[src/tcb_pkg.sv]
package tcb_pkg;

  ////////////////////////////////////////
  // bus geometry
  ////////////////////////////////////////

  // byte address width, covers the whole 64kB space
  localparam int unsigned BUS_ADR = 16;
  // data word width
  localparam int unsigned BUS_DAT = 32;
  // byte lanes per word
  localparam int unsigned BUS_BYT = BUS_DAT / 8;
  // address bits below word granularity
  localparam int unsigned BUS_MAX = $clog2(BUS_BYT);

  ////////////////////////////////////////
  // request and response fields
  ////////////////////////////////////////

  // byte address of a transfer
  typedef logic [BUS_ADR-1:0] tcb_addr_t;

  // one data word, lane b is bits [8*b+:8]
  typedef logic [BUS_DAT-1:0] tcb_data_t;

  // byte enable mask, one bit per lane
  typedef logic [BUS_BYT-1:0] tcb_byte_t;

endpackage
[src/soc_pkg.sv]
package soc_pkg;

  ////////////////////////////////////////
  // memory map
  ////////////////////////////////////////

  // windows must be power of two sized and aligned to their size
  localparam tcb_pkg::tcb_addr_t MEM_BASE  = 16'h0000;
  localparam tcb_pkg::tcb_addr_t MEM_SIZE  = 16'h1000;
  localparam tcb_pkg::tcb_addr_t GPIO_BASE = 16'h1000;
  localparam tcb_pkg::tcb_addr_t GPIO_SIZE = 16'h0100;

  // word index width inside the memory, 4kB of 32-bit words gives 10
  localparam int unsigned MEM_ADR = $clog2(MEM_SIZE) - tcb_pkg::BUS_MAX;

  ////////////////////////////////////////
  // GPIO block
  ////////////////////////////////////////

  // pin count
  localparam int unsigned GPIO_W   = 16;
  // byte lanes occupied by a GPIO register
  localparam int unsigned GPIO_BYT = GPIO_W / 8;
  // offset bits inside the GPIO window
  localparam int unsigned GPIO_OFS = $clog2(GPIO_SIZE);

  // register word offsets, anything else is unused and reads zero
  typedef enum logic [GPIO_OFS-1:0] {
    GPIO_OUT = 8'h00,
    GPIO_DIR = 8'h04,
    GPIO_IN  = 8'h08
  } gpio_reg_e;

  ////////////////////////////////////////
  // decoder
  ////////////////////////////////////////

  // TGT_NONE goes to the error responder
  typedef enum logic [1:0] {
    TGT_MEM,
    TGT_GPIO,
    TGT_NONE
  } target_e;

endpackage

[src/soc_decoder.sv]
`timescale 1ns/10ps

module soc_decoder (
  input  logic               tcb,
  input  logic               arst_n,
  // requester side
  input  logic               vld,
  input  tcb_pkg::tcb_addr_t adr,
  output logic               rdy,
  output logic               err,
  output tcb_pkg::tcb_data_t rdt,
  // subordinate side
  output logic               mem_vld,
  output logic               gpio_vld,
  input  tcb_pkg::tcb_data_t mem_rdt,
  input  tcb_pkg::tcb_data_t gpio_rdt
);

  // transfer strobe
  logic             trn;
  // target of the current request
  soc_pkg::target_e tgt;
  // target and error of the previous transfer
  soc_pkg::target_e tgt_q;
  logic             err_q;

  // window match by masking, base aligned to a power of two size
  function automatic logic in_window(
    input tcb_pkg::tcb_addr_t a,
    input tcb_pkg::tcb_addr_t base,
    input tcb_pkg::tcb_addr_t size
  );
    tcb_pkg::tcb_addr_t mask;
    mask = ~(size - tcb_pkg::tcb_addr_t'(1));
    return (a & mask) == base;
  endfunction

  ////////////////////////////////////////
  // request decode
  ////////////////////////////////////////

  // every target is always ready, no back-pressure
  assign rdy = 1'b1;
  assign trn = vld & rdy;

  always_comb begin
    if (in_window(adr, soc_pkg::MEM_BASE, soc_pkg::MEM_SIZE)) begin
      tgt = soc_pkg::TGT_MEM;
    end else if (in_window(adr, soc_pkg::GPIO_BASE, soc_pkg::GPIO_SIZE)) begin
      tgt = soc_pkg::TGT_GPIO;
    end else begin
      // unmapped, the error responder takes it
      tgt = soc_pkg::TGT_NONE;
    end
  end

  // only the selected subordinate sees vld
  assign mem_vld  = vld && (tgt == soc_pkg::TGT_MEM);
  assign gpio_vld = vld && (tgt == soc_pkg::TGT_GPIO);

  ////////////////////////////////////////
  // response
  ////////////////////////////////////////

  // idle cycles leave no target and no error behind
  always_ff @(posedge tcb or negedge arst_n) begin
    if (!arst_n) begin
      tgt_q <= soc_pkg::TGT_NONE;
      err_q <= 1'b0;
    end else begin
      tgt_q <= trn ? tgt : soc_pkg::TGT_NONE;
      err_q <= trn && (tgt == soc_pkg::TGT_NONE);
    end
  end

  // steer the data of the responding subordinate
  always_comb begin
    case (tgt_q)
      soc_pkg::TGT_MEM:  rdt = mem_rdt;
      soc_pkg::TGT_GPIO: rdt = gpio_rdt;
      // error responder returns zero
      default:           rdt = '0;
    endcase
  end

  // error for reads and writes alike
  assign err = err_q;

endmodule

[config.mk]
export PLATFORM = sky130hd
export DESIGN_NAME = soc_decoder
export DESIGN_NICKNAME = d
export VERILOG_FILES = /design/src/tcb_pkg.sv /design/src/soc_pkg.sv /design/src/soc_decoder.sv
export SDC_FILE = /design/constraint.sdc
export NUM_CORES = 1
export LEC_CHECK = 0
export BUFFER_PORTS_ARGS = -buffer_cell sky130_fd_sc_hd__buf_2
export CORE_MARGIN = 2
export CORE_UTILIZATION = 27
export DETAILED_ROUTE_END_ITERATION = 8
export PLACE_DENSITY = 0.85
export SLEW_MARGIN = 20
export SYNTH_ARGS = -nofsm -noshare
export SYNTH_HDL_FRONTEND = slang
export SYNTH_SLANG_ARGS = --single-unit
[constraint.sdc]
create_clock -name tcb -period 1 [get_ports tcb]
set_input_delay 0.1 -clock tcb [delete_from_list [all_inputs] [get_ports tcb]]
set_output_delay 0.1 -clock tcb [all_outputs]
set_load 0.01 [all_outputs]
==> impl_metrics.py <==
metrics = {
    "synth": {
        "ys_warn_count": 0,
        "synthXorXnorAreaFrac": 0,
        "synth.cell_area_sq_um": 673,
        "synth_top_family_by_area": "multiplexers",
        "yosys.area_share.simple": 0.236,
        "yosys.area_share.adder": 0,
        "syn_inst": 83,
        "syn_nets": 166,
        "synthMuxAreaShare": 0.476,
        "synth.distinct_cells": 16,
        "synth.avg_cell_area_sq_um": 8.11,
        "synth_compound_area_frac": 0.0353,
        "yosysSeqAreaShare": 0.113,
        "synth-seq-cells": 3,
    },
    "setup_path": {
        "crit_start": "tgt_q[0]",
        "crit_fanout": 16,
        "critPathRequiredTime_ns": 0.90,
        "end_kind": "primary output",
        "critPathArrivalTime_ns": 1.24,
        "slowest_stage": "dfrtp_2",
        "path_cells": "buf_12 -> mux2i_4 -> nor2_1 -> buf_2",
        "crit_path_max_incr_delay_ns": 0.40,
        "path_delay_family": "flip-flops",
        "worstSetupPathType": "reg -> out",
        "critPathBufInv": 2,
        "startpoint_type": "flip-flop",
    },
    "grt": {
        "grt_max_degree": 17,
        "grt_pass1_wl_um": 3110,
        "grt_pass1_vias": 868,
        "antenna_found_initial": 0,
        "grt_util_all_layers": 0.148,
        "grt_overflow_total": 0,
    },
    "clock_network": {
        "cts_tree": "built",
        "numCtsBuffers": 3,
        "cts_setup_buffers": 0,
        "h-tree-depth": 1,
        "cts_root_buffer": "clkbuf_4",
        "clk_pin_slew_ns": 0.04,
        "ctsLongestPathBuffers": 2,
        "cts_num_sinks": 3,
    },
    "hold_path": {
        "hp-start": "vld",
        "hold_path.class": "in -> reg",
    },
    "routing": {
        "route.met3.wl_um": 250,
        "postRouteAntennaNets": 0,
        "wl_met1_um": 797,
        "wl_per_cell_um": 10.8,
        "viasPerCell": 4.49,
        "wl_um": 2410,
        "topRoutingLayerUsed": "met4",
        "num_vias": 1001,
        "met2_length_um": 1350,
        "post-route-drc-count": 0,
        "dr.pass1.iters": 3,
        "drtIter0Drc": 5,
    },
    "power_and_ir_drop": {
        "max-vdd-ir-drop_v": 0.000499,
        "p_seq_frac": 0.210,
        "p_comb_frac": 0.431,
        "swShare": 0.287,
        "switchingPower_uw": 174,
        "clkPwrFrac": 0.360,
        "leakagePower_uw": 0.000705,
        "intPower_uw": 434,
        "power_density_mw_per_mm2": 467,
    },
    "floorplanning": {
        "die_h_um": 53.9,
        "rows": 18,
        "pin_count": 119,
        "core_area_sq_mm": 0.00241,
        "initial_utilization": 0.279,
        "dieArea_sq_mm": 0.00291,
        "die_w_um": 53.9,
    },
    "outcome": {
        "status": "complete, but fails checks",
        "violations": "negative setup slack",
    },
    "place": {
        "hpwl_um": 2080,
        "place.gp.congestion": 0.747,
        "port_buffers": 109,
        "place_inst": 218,
    },
    "timing": {
        "rsz0062_at_grt": "yes",
        "finalSetupViolCount": 32,
        "post-route-min-period_ns": 1.34,
        "fin_crit_sh": 1.34,
        "layout_setup_ws_ns": -0.340,
        "hold_viol": 0,
        "fin_hold_ws_ns": 0.0622,
        "slew_viol_final": 0,
        "fmax_mhz": 746,
    },
    "finish": {
        "final_cell_mix": "buf_2, nor2_1, mux2i_1",
        "antenna_cells": 0,
        "final_common_cell": "buf_2",
        "finalNonFillerCells": 223,
        "area_delta_synth_final_pct": 93.5,
        "final_layout_size_suffix_gt1_frac": 0.632,
        "final_nets": 277,
    },
    "run": {
        "maxCapViolCount": 0,
    },
}
## power groups by stage
stage               Clock, uW  Sequential, uW  Combinational [uW]
global route              227             128                 288
finish                    219             128                 262
global placement            0             129                 240
floorplan                   0             130                75.7
detailed placement          0             129                 252
CTS                       227             128                 258
## stage by stage
step / setup TNS (ns) / util / area, sq um / setup slack (ns) / total power, uW
global placement: -1.01 / 0.518 / 1250 / -0.0551 / 369
CTS: -9.80 / 0.534 / 1290 / -0.350 / 612
global route: -11.22 / 0.540 / 1300 / -0.398 / 643
detailed placement: -1.73 / 0.518 / 1250 / -0.102 / 381
finish: -9.43 / 0.540 / 1300 / -0.340 / 608
floorplan: -0.0400 / - / 677 / -0.00133 / 206
## metal layers
metal	GRT usage	vias to the layer above
met5	0	-
met3	0.0250	2
met1	0.122	429
li1	-	504
met4	0.0897	0
met2	0.313	66
## sequential cells by signal, indices dropped and copies added, names as in the netlist
signal  flops
err         1
tgt_q       2
## path summary, 6_finish.rpt
| path | to | slack [ns] | depth (start not counted) |
|---|---|---|---|
| worst max-delay path | rdt[24] | -0.34 | 4 |
| max in group asynchronous | tgt_q[1] | 0.62 | 2 |
| worst min-delay path | tgt_q[1] | 0.06 | 2 |
| min in group asynchronous | err | 0.19 | 2 |
## what timing repair did
action	in CTS	in global routing
gates cloned	0	0
endpoints found under the hold margin	3	0
setup endpoints to repair	32	33
hold buffers	1	0
resized for setup	1	2
## Yosys cell counts
cell | count | area (sq um)
nor2_1 | 32 | 120
a21boi_1 | 1 | 7.51
nor3_2 | 1 | 10.0
nor4_1 | 1 | 6.26
and4_1 | 1 | 8.76
o41ai_2 | 1 | 16.3
and3b_1 | 1 | 8.76
dfstp_2 | 1 | 26.3
buf_12 | 3 | 60.1
dfrtp_1 | 2 | 50.1
nand3_1 | 1 | 5.00
clkbuf_1 | 3 | 11.3
conb_1 | 1 | 3.75
buf_6 | 1 | 11.3
buf_4 | 1 | 7.51
mux2i_1 | 32 | 320
## cells by family after synthesis
group | Yosys count
muxes | 32
and+or+nand+nor | 37
other | 1
buffers and inverters | 8
DFF | 3
AOI/OAI and AO/OA | 2
## layout make-up
| type | count | area (sq um) |
|---|---|---|
| timing repair buffer | 114 | 636 |
| clock buffer | 4 | 26.3 |
| multi-input combinational | 72 | 526 |
| tap | 30 | 37.5 |
| sequential | 3 | 77.6 |
| fill | 238 | 1110 |
Note: power is estimated with default switching activity, not from simulation.
