<file path="src/tcb_pkg.sv">
package tcb_pkg;

  ////////////////////////////////////////
  // bus geometry
  ////////////////////////////////////////

  // byte address width, covers the whole 64kB space
  localparam int unsigned BUS_ADR = 16;
  // data word width
  localparam int unsigned BUS_DAT = 32;
  // byte lanes per word
  localparam int unsigned BUS_BYT = BUS_DAT / 8;
  // address bits below word granularity
  localparam int unsigned BUS_MAX = $clog2(BUS_BYT);

  ////////////////////////////////////////
  // request and response fields
  ////////////////////////////////////////

  // byte address of a transfer
  typedef logic [BUS_ADR-1:0] tcb_addr_t;

  // one data word, lane b is bits [8*b+:8]
  typedef logic [BUS_DAT-1:0] tcb_data_t;

  // byte enable mask, one bit per lane
  typedef logic [BUS_BYT-1:0] tcb_byte_t;

endpackage
</file>
<file path="src/soc_pkg.sv">
package soc_pkg;

  ////////////////////////////////////////
  // memory map
  ////////////////////////////////////////

  // windows must be power of two sized and aligned to their size
  localparam tcb_pkg::tcb_addr_t MEM_BASE  = 16'h0000;
  localparam tcb_pkg::tcb_addr_t MEM_SIZE  = 16'h1000;
  localparam tcb_pkg::tcb_addr_t GPIO_BASE = 16'h1000;
  localparam tcb_pkg::tcb_addr_t GPIO_SIZE = 16'h0100;

  // word index width inside the memory, 4kB of 32-bit words gives 10
  localparam int unsigned MEM_ADR = $clog2(MEM_SIZE) - tcb_pkg::BUS_MAX;

  ////////////////////////////////////////
  // GPIO block
  ////////////////////////////////////////

  // pin count
  localparam int unsigned GPIO_W   = 16;
  // byte lanes occupied by a GPIO register
  localparam int unsigned GPIO_BYT = GPIO_W / 8;
  // offset bits inside the GPIO window
  localparam int unsigned GPIO_OFS = $clog2(GPIO_SIZE);

  // register word offsets, anything else is unused and reads zero
  typedef enum logic [GPIO_OFS-1:0] {
    GPIO_OUT = 8'h00,
    GPIO_DIR = 8'h04,
    GPIO_IN  = 8'h08
  } gpio_reg_e;

  ////////////////////////////////////////
  // decoder
  ////////////////////////////////////////

  // TGT_NONE goes to the error responder
  typedef enum logic [1:0] {
    TGT_MEM,
    TGT_GPIO,
    TGT_NONE
  } target_e;

endpackage

</file>
<file path="src/soc_gpio.sv">
`timescale 1ns/10ps

module soc_gpio (
  input  logic                        tcb,
  input  logic                        arst_n,
  // request, gpio_vld is already qualified by the decoder
  input  logic                        gpio_vld,
  input  logic                        wen,
  input  tcb_pkg::tcb_addr_t          adr,
  input  tcb_pkg::tcb_byte_t          byt,
  input  tcb_pkg::tcb_data_t          wdt,
  // pins
  input  logic [soc_pkg::GPIO_W-1:0]  gpio_in,
  // read data, valid one cycle after a read transfer
  output tcb_pkg::tcb_data_t          gpio_rdt,
  output logic [soc_pkg::GPIO_W-1:0]  gpio_out,
  output logic [soc_pkg::GPIO_W-1:0]  gpio_oe
);

  // register select from the offset inside the window
  soc_pkg::gpio_reg_e                 reg_sel;
  // direction register, 1 drives the pin
  logic [soc_pkg::GPIO_W-1:0]         gpio_dir;
  // input synchronizer stages
  logic [soc_pkg::GPIO_W-1:0]         gpio_in_meta;
  logic [soc_pkg::GPIO_W-1:0]         gpio_in_sync;
  // selected register and masked read word
  logic [soc_pkg::GPIO_W-1:0]         reg_rd;
  tcb_pkg::tcb_data_t                 rd_word;

  // byte-enabled merge of a write into a register
  function automatic logic [soc_pkg::GPIO_W-1:0] merge(
    input logic [soc_pkg::GPIO_W-1:0] old,
    input tcb_pkg::tcb_data_t         data,
    input tcb_pkg::tcb_byte_t         lanes
  );
    logic [soc_pkg::GPIO_W-1:0] res;
    res = old;
    for (int unsigned b = 0; b < soc_pkg::GPIO_BYT; b++) begin
      if (lanes[b]) begin
        res[8*b+:8] = data[8*b+:8];
      end
    end
    return res;
  endfunction

  // unused offsets map to no enum member and fall into the defaults
  assign reg_sel = soc_pkg::gpio_reg_e'(adr[soc_pkg::GPIO_OFS-1:0]);

  ////////////////////////////////////////
  // registers
  ////////////////////////////////////////

  always_ff @(posedge tcb or negedge arst_n) begin
    if (!arst_n) begin
      gpio_out     <= '0;
      gpio_dir     <= '0;
      gpio_in_meta <= '0;
      gpio_in_sync <= '0;
    end else begin
      // two flop synchronizer, pin value visible after two edges
      gpio_in_meta <= gpio_in;
      gpio_in_sync <= gpio_in_meta;
      if (gpio_vld && wen) begin
        case (reg_sel)
          soc_pkg::GPIO_OUT: gpio_out <= merge(gpio_out, wdt, byt);
          soc_pkg::GPIO_DIR: gpio_dir <= merge(gpio_dir, wdt, byt);
          // GPIO_IN is read only, unused offsets are ignored
          default: ;
        endcase
      end
    end
  end

  assign gpio_oe = gpio_dir;

  ////////////////////////////////////////
  // read path
  ////////////////////////////////////////

  always_comb begin
    case (reg_sel)
      soc_pkg::GPIO_OUT: reg_rd = gpio_out;
      soc_pkg::GPIO_DIR: reg_rd = gpio_dir;
      soc_pkg::GPIO_IN:  reg_rd = gpio_in_sync;
      default:           reg_rd = '0;
    endcase
    // upper bits zero, then drop disabled lanes
    rd_word = tcb_pkg::tcb_data_t'(reg_rd);
    for (int unsigned b = 0; b < tcb_pkg::BUS_BYT; b++) begin
      if (!byt[b]) begin
        rd_word[8*b+:8] = 8'h00;
      end
    end
  end

  always_ff @(posedge tcb or negedge arst_n) begin
    if (!arst_n) begin
      gpio_rdt <= '0;
    end else if (gpio_vld && !wen) begin
      gpio_rdt <= rd_word;
    end
  end

endmodule

</file>
<file path="config.mk">
export PLATFORM = sky130hd
export DESIGN_NAME = soc_gpio
export DESIGN_NICKNAME = d
export VERILOG_FILES = /design/src/tcb_pkg.sv /design/src/soc_pkg.sv /design/src/soc_gpio.sv
export SDC_FILE = /design/constraint.sdc
export NUM_CORES = 1
export LEC_CHECK = 0
export BUFFER_PORTS_ARGS = -buffer_cell sky130_fd_sc_hd__buf_2
export CAP_MARGIN = 20
export CORE_MARGIN = 2
export CORE_UTILIZATION = 43
export CTS_CLUSTER_SIZE = 25
export DETAILED_ROUTE_END_ITERATION = 16
export GPL_TIMING_DRIVEN = 0
export PLACE_DENSITY_LB_ADDON = 0.1
export RECOVER_POWER = 50
export SKIP_LAST_GASP = 1
export SYNTH_ARGS = -nofsm -noshare
export SYNTH_HDL_FRONTEND = slang
export SYNTH_SLANG_ARGS = --single-unit
</file>
<file path="constraint.sdc">
create_clock -name tcb -period 0.8 [get_ports tcb]
set_input_delay 0.08 -clock tcb [delete_from_list [all_inputs] [get_ports tcb]]
set_output_delay 0.08 -clock tcb [all_outputs]
set_load 0.03 [all_outputs]
</file>
==> run metrics <==
outcome=finished, violations left; failing checks=setup timing; Boundary Pins=roughly 140; die width=about 90 µm; Port Buffers=93; commonest non-fill, non-tap cell in the layout=dfrtp_1; Starting DRT DRC Count=87; clk_skew=11.4 ps; Worst Setup Start Kind=input pin; warning count from the yosys run=0; Die ar.=between 8000 and 9000 µm²; total track usage=around a fifth; H-tree levels=3; Arr. time, crit path=around 1400 ps; core area=about 7200 µm²; initial antenna violation count=0; Post-Syn Area=3200 µm²; fin cells=488; final WL=7650 µm; row cnt=31; largest family of logic cells by synthesized area=multiplexers; Synth Area in Compound Gates=between 10% and 20%; Netlist cell types=23; 1st-pass router iterations=4; minimum clock period=roughly 1100 ps; Initial Utilization=roughly 44%; Final nets=457; register area share after synthesis=62.6%; R2R cell count=3; critical path type=input pin to flip-flop; worst ir drop on vdd=around 1.2 mV; Fmax=around 900 MHz; clock transition at the registers of the reported paths=around 80 ps; Remaining DRCs=0; Gate Count Post-Synth=200; Vert. Die Dim=90.2 µm; RR Startpoint=gpio_out[9]$_DFFE_PN0P_; Post-Synth Adder-Cell Area=0%; max cap viols=0; placed wire-length estimate=between 4000 and 5000 µm; Max Slew Vio Count=0; critical path capture point type=flip-flop; clk_lat worst skew=between 300 and 400 ps; Final Setup Violations=roughly 120; most frequent cells in the layout=dfrtp_1, buf_6, buf_4, buf_2, dlygate4sd3_1; final core utilization=71.6%; number of global-route vias before repair=2320; Worst Path Buf+Inv=2; required time worst endpoint=approximately 1100 ps; CTS tree=yes; drt via density=4.70; Leak Pwr=~0.0026 µW; CTS buffer count=9; critical path fanouts, max=8; Synth area leaders=dfrtp_1, mux2_1, mux2i_1; Synth top area share=62.6%; cell depth of the worst setup path=5; crit-path leading delay family=simple AND/OR/NAND/NOR gates; Critical Path, Cell by Cell=buf_8 -> or4_4 -> a2111oi_4 -> buf_6 -> a22o_1; Crit-path slowest cell=or4_4; GRT overflow=0; Synth area leader=dfrtp_1; placed cell count=408; Post-Synth Simple-Gate Area=under 10%; # diodes=0; multiplexer area fraction after synthesis=around 16%; CTS root buf=clkbuf_8; P&R area growth vs syn=61.5%; Post-Synth XOR/XNOR Area=0%; largest net degree at the start of global routing=~70; RSZ-0062 raised after global routing=true; wire per inst=between 15 and 20 µm; Min-Delay Path Class=input pin to async pin; Post-DRT Antenna Nets=0; GPL Wtd Cong=a little over 0.7; Max clock buf depth=2; number of fill cells in the layout=between 500 and 600; Power Density=around 1500 nW/µm²; Overall Power=around 8000 µW; Crit path largest cell delay=570 ps; Final Hold Vio Count=0; worst r2r dst=gpio_rdt[9]$_DFFE_PN0P_; layout cell share with drive strength beyond 1=54.2%; Syn Area/Cell=16.0 µm²; Tcrit/Tclk final=136%; first-pass GRT wire length=between 10000 and 15000 µm; Synth Register Bits=80; R2R Setup Slk=-230 ps; via count=2294; PnR worst setup slack=-286 ps; clk sink count=80; worst slack at placement=-1030 ps
-- timing repair --
action | 4_1_cts | 5_1_grt
setup buffers | 13 | 18
endpoints found under the setup margin | 96 | 99
endpoints found under the hold margin | 128 | 0
pin swaps | 19 | 22
cloned | 0 | 1
hold buffers | 33 | 0
resized for setup | 121 | 30
-- synth_stat cells --
library cell	instances
nand4_2	2
nor2_1	1
buf_6	2
nor2b_1	1
mux2_2	6
clkbuf_8	3
nor4_4	1
mux2i_1	16
o2bb2ai_1	16
a22o_1	16
a2111oi_4	2
mux2_1	26
dfrtp_1	80
nand2b_1	1
or3b_2	2
conb_1	1
buf_2	1
or4_4	1
buf_4	17
nor4bb_1	1
nand4_1	2
and4b_1	1
buf_8	1
-- cell type report --
class | count | area (µm²) | area share [%]
Tap cell | 99 | 124 | 2.40
Timing Repair Buffer | 159 | 1430 | 27.7
Clock buffer | 11 | 141 | 2.74
Multi-Input combinational cell | 111 | 1200 | 23.2
Clock inverter | 4 | 45.0 | 0.872
Sequential cell | 80 | 2000 | 38.8
Buffer | 24 | 223 | 4.31
-- flip-flops by register name (all words and copies together), names as in the netlist --
register,count
gpio_rdt,16
gpio_oe,16
gpio_in_sync,16
gpio_in_meta,16
gpio_out,16
-- power by group --
| part | leakage [µW] | internal [µW] | switching (µW) |
|---|---|---|---|
| clock | 0.0000989 | 1500 | 1340 |
| sequential | 0.00104 | 4150 | 46.5 |
| combinational | 0.00150 | 491 | 477 |
| total | 0.00264 | 6130 | 1870 |
-- worst max-delay path by stage --
stage / startpoint / end / slack (ps)
floorplan: adr[5] / gpio_rdt[0]$_DFFE_PN0P_ / -510
CTS: adr[6] / gpio_rdt[9]$_DFFE_PN0P_ / -310
detailed placement: adr[3] / gpio_out[0]$_DFFE_PN0P_ / -1030
global placement: adr[3] / gpio_out[0]$_DFFE_PN0P_ / -980
global route: adr[4] / gpio_rdt[1]$_DFFE_PN0P_ / -320
finish: adr[4] / gpio_rdt[7]$_DFFE_PN0P_ / -290
-- logic make-up after synthesis --
family / after synthesis
buffers and inverters: 24
AND/OR/NAND/NOR: 13
AO/OA/AOI/OAI: 34
multiplexers: 48
flip-flops: 80
other: 1
-- stage by stage --
stage	TNS [ps]	area, µm²	hold slack, ps
2_1_floorplan	-22250	3250	-216
6_report	-18150	5160	233
5_1_grt	-25530	5160	255
3_5_place_dp	-40420	3870	-55.7
3_3_place_gp	-111990	3840	188
4_1_cts	-19740	4890	114
-- per-layer routing --
metal / vias to the layer above / part of all wire, % / track usage, %
met4: 0 / 1.7 / 8.21
met1: 1136 / 46 / 25.9
met3: 10 / 5.0 / 4.78
li1: 1075 / - / -
met2: 73 / 48 / 28.6
met5: - / 0 / 0
Note: power is estimated with default switching activity, not from simulation.
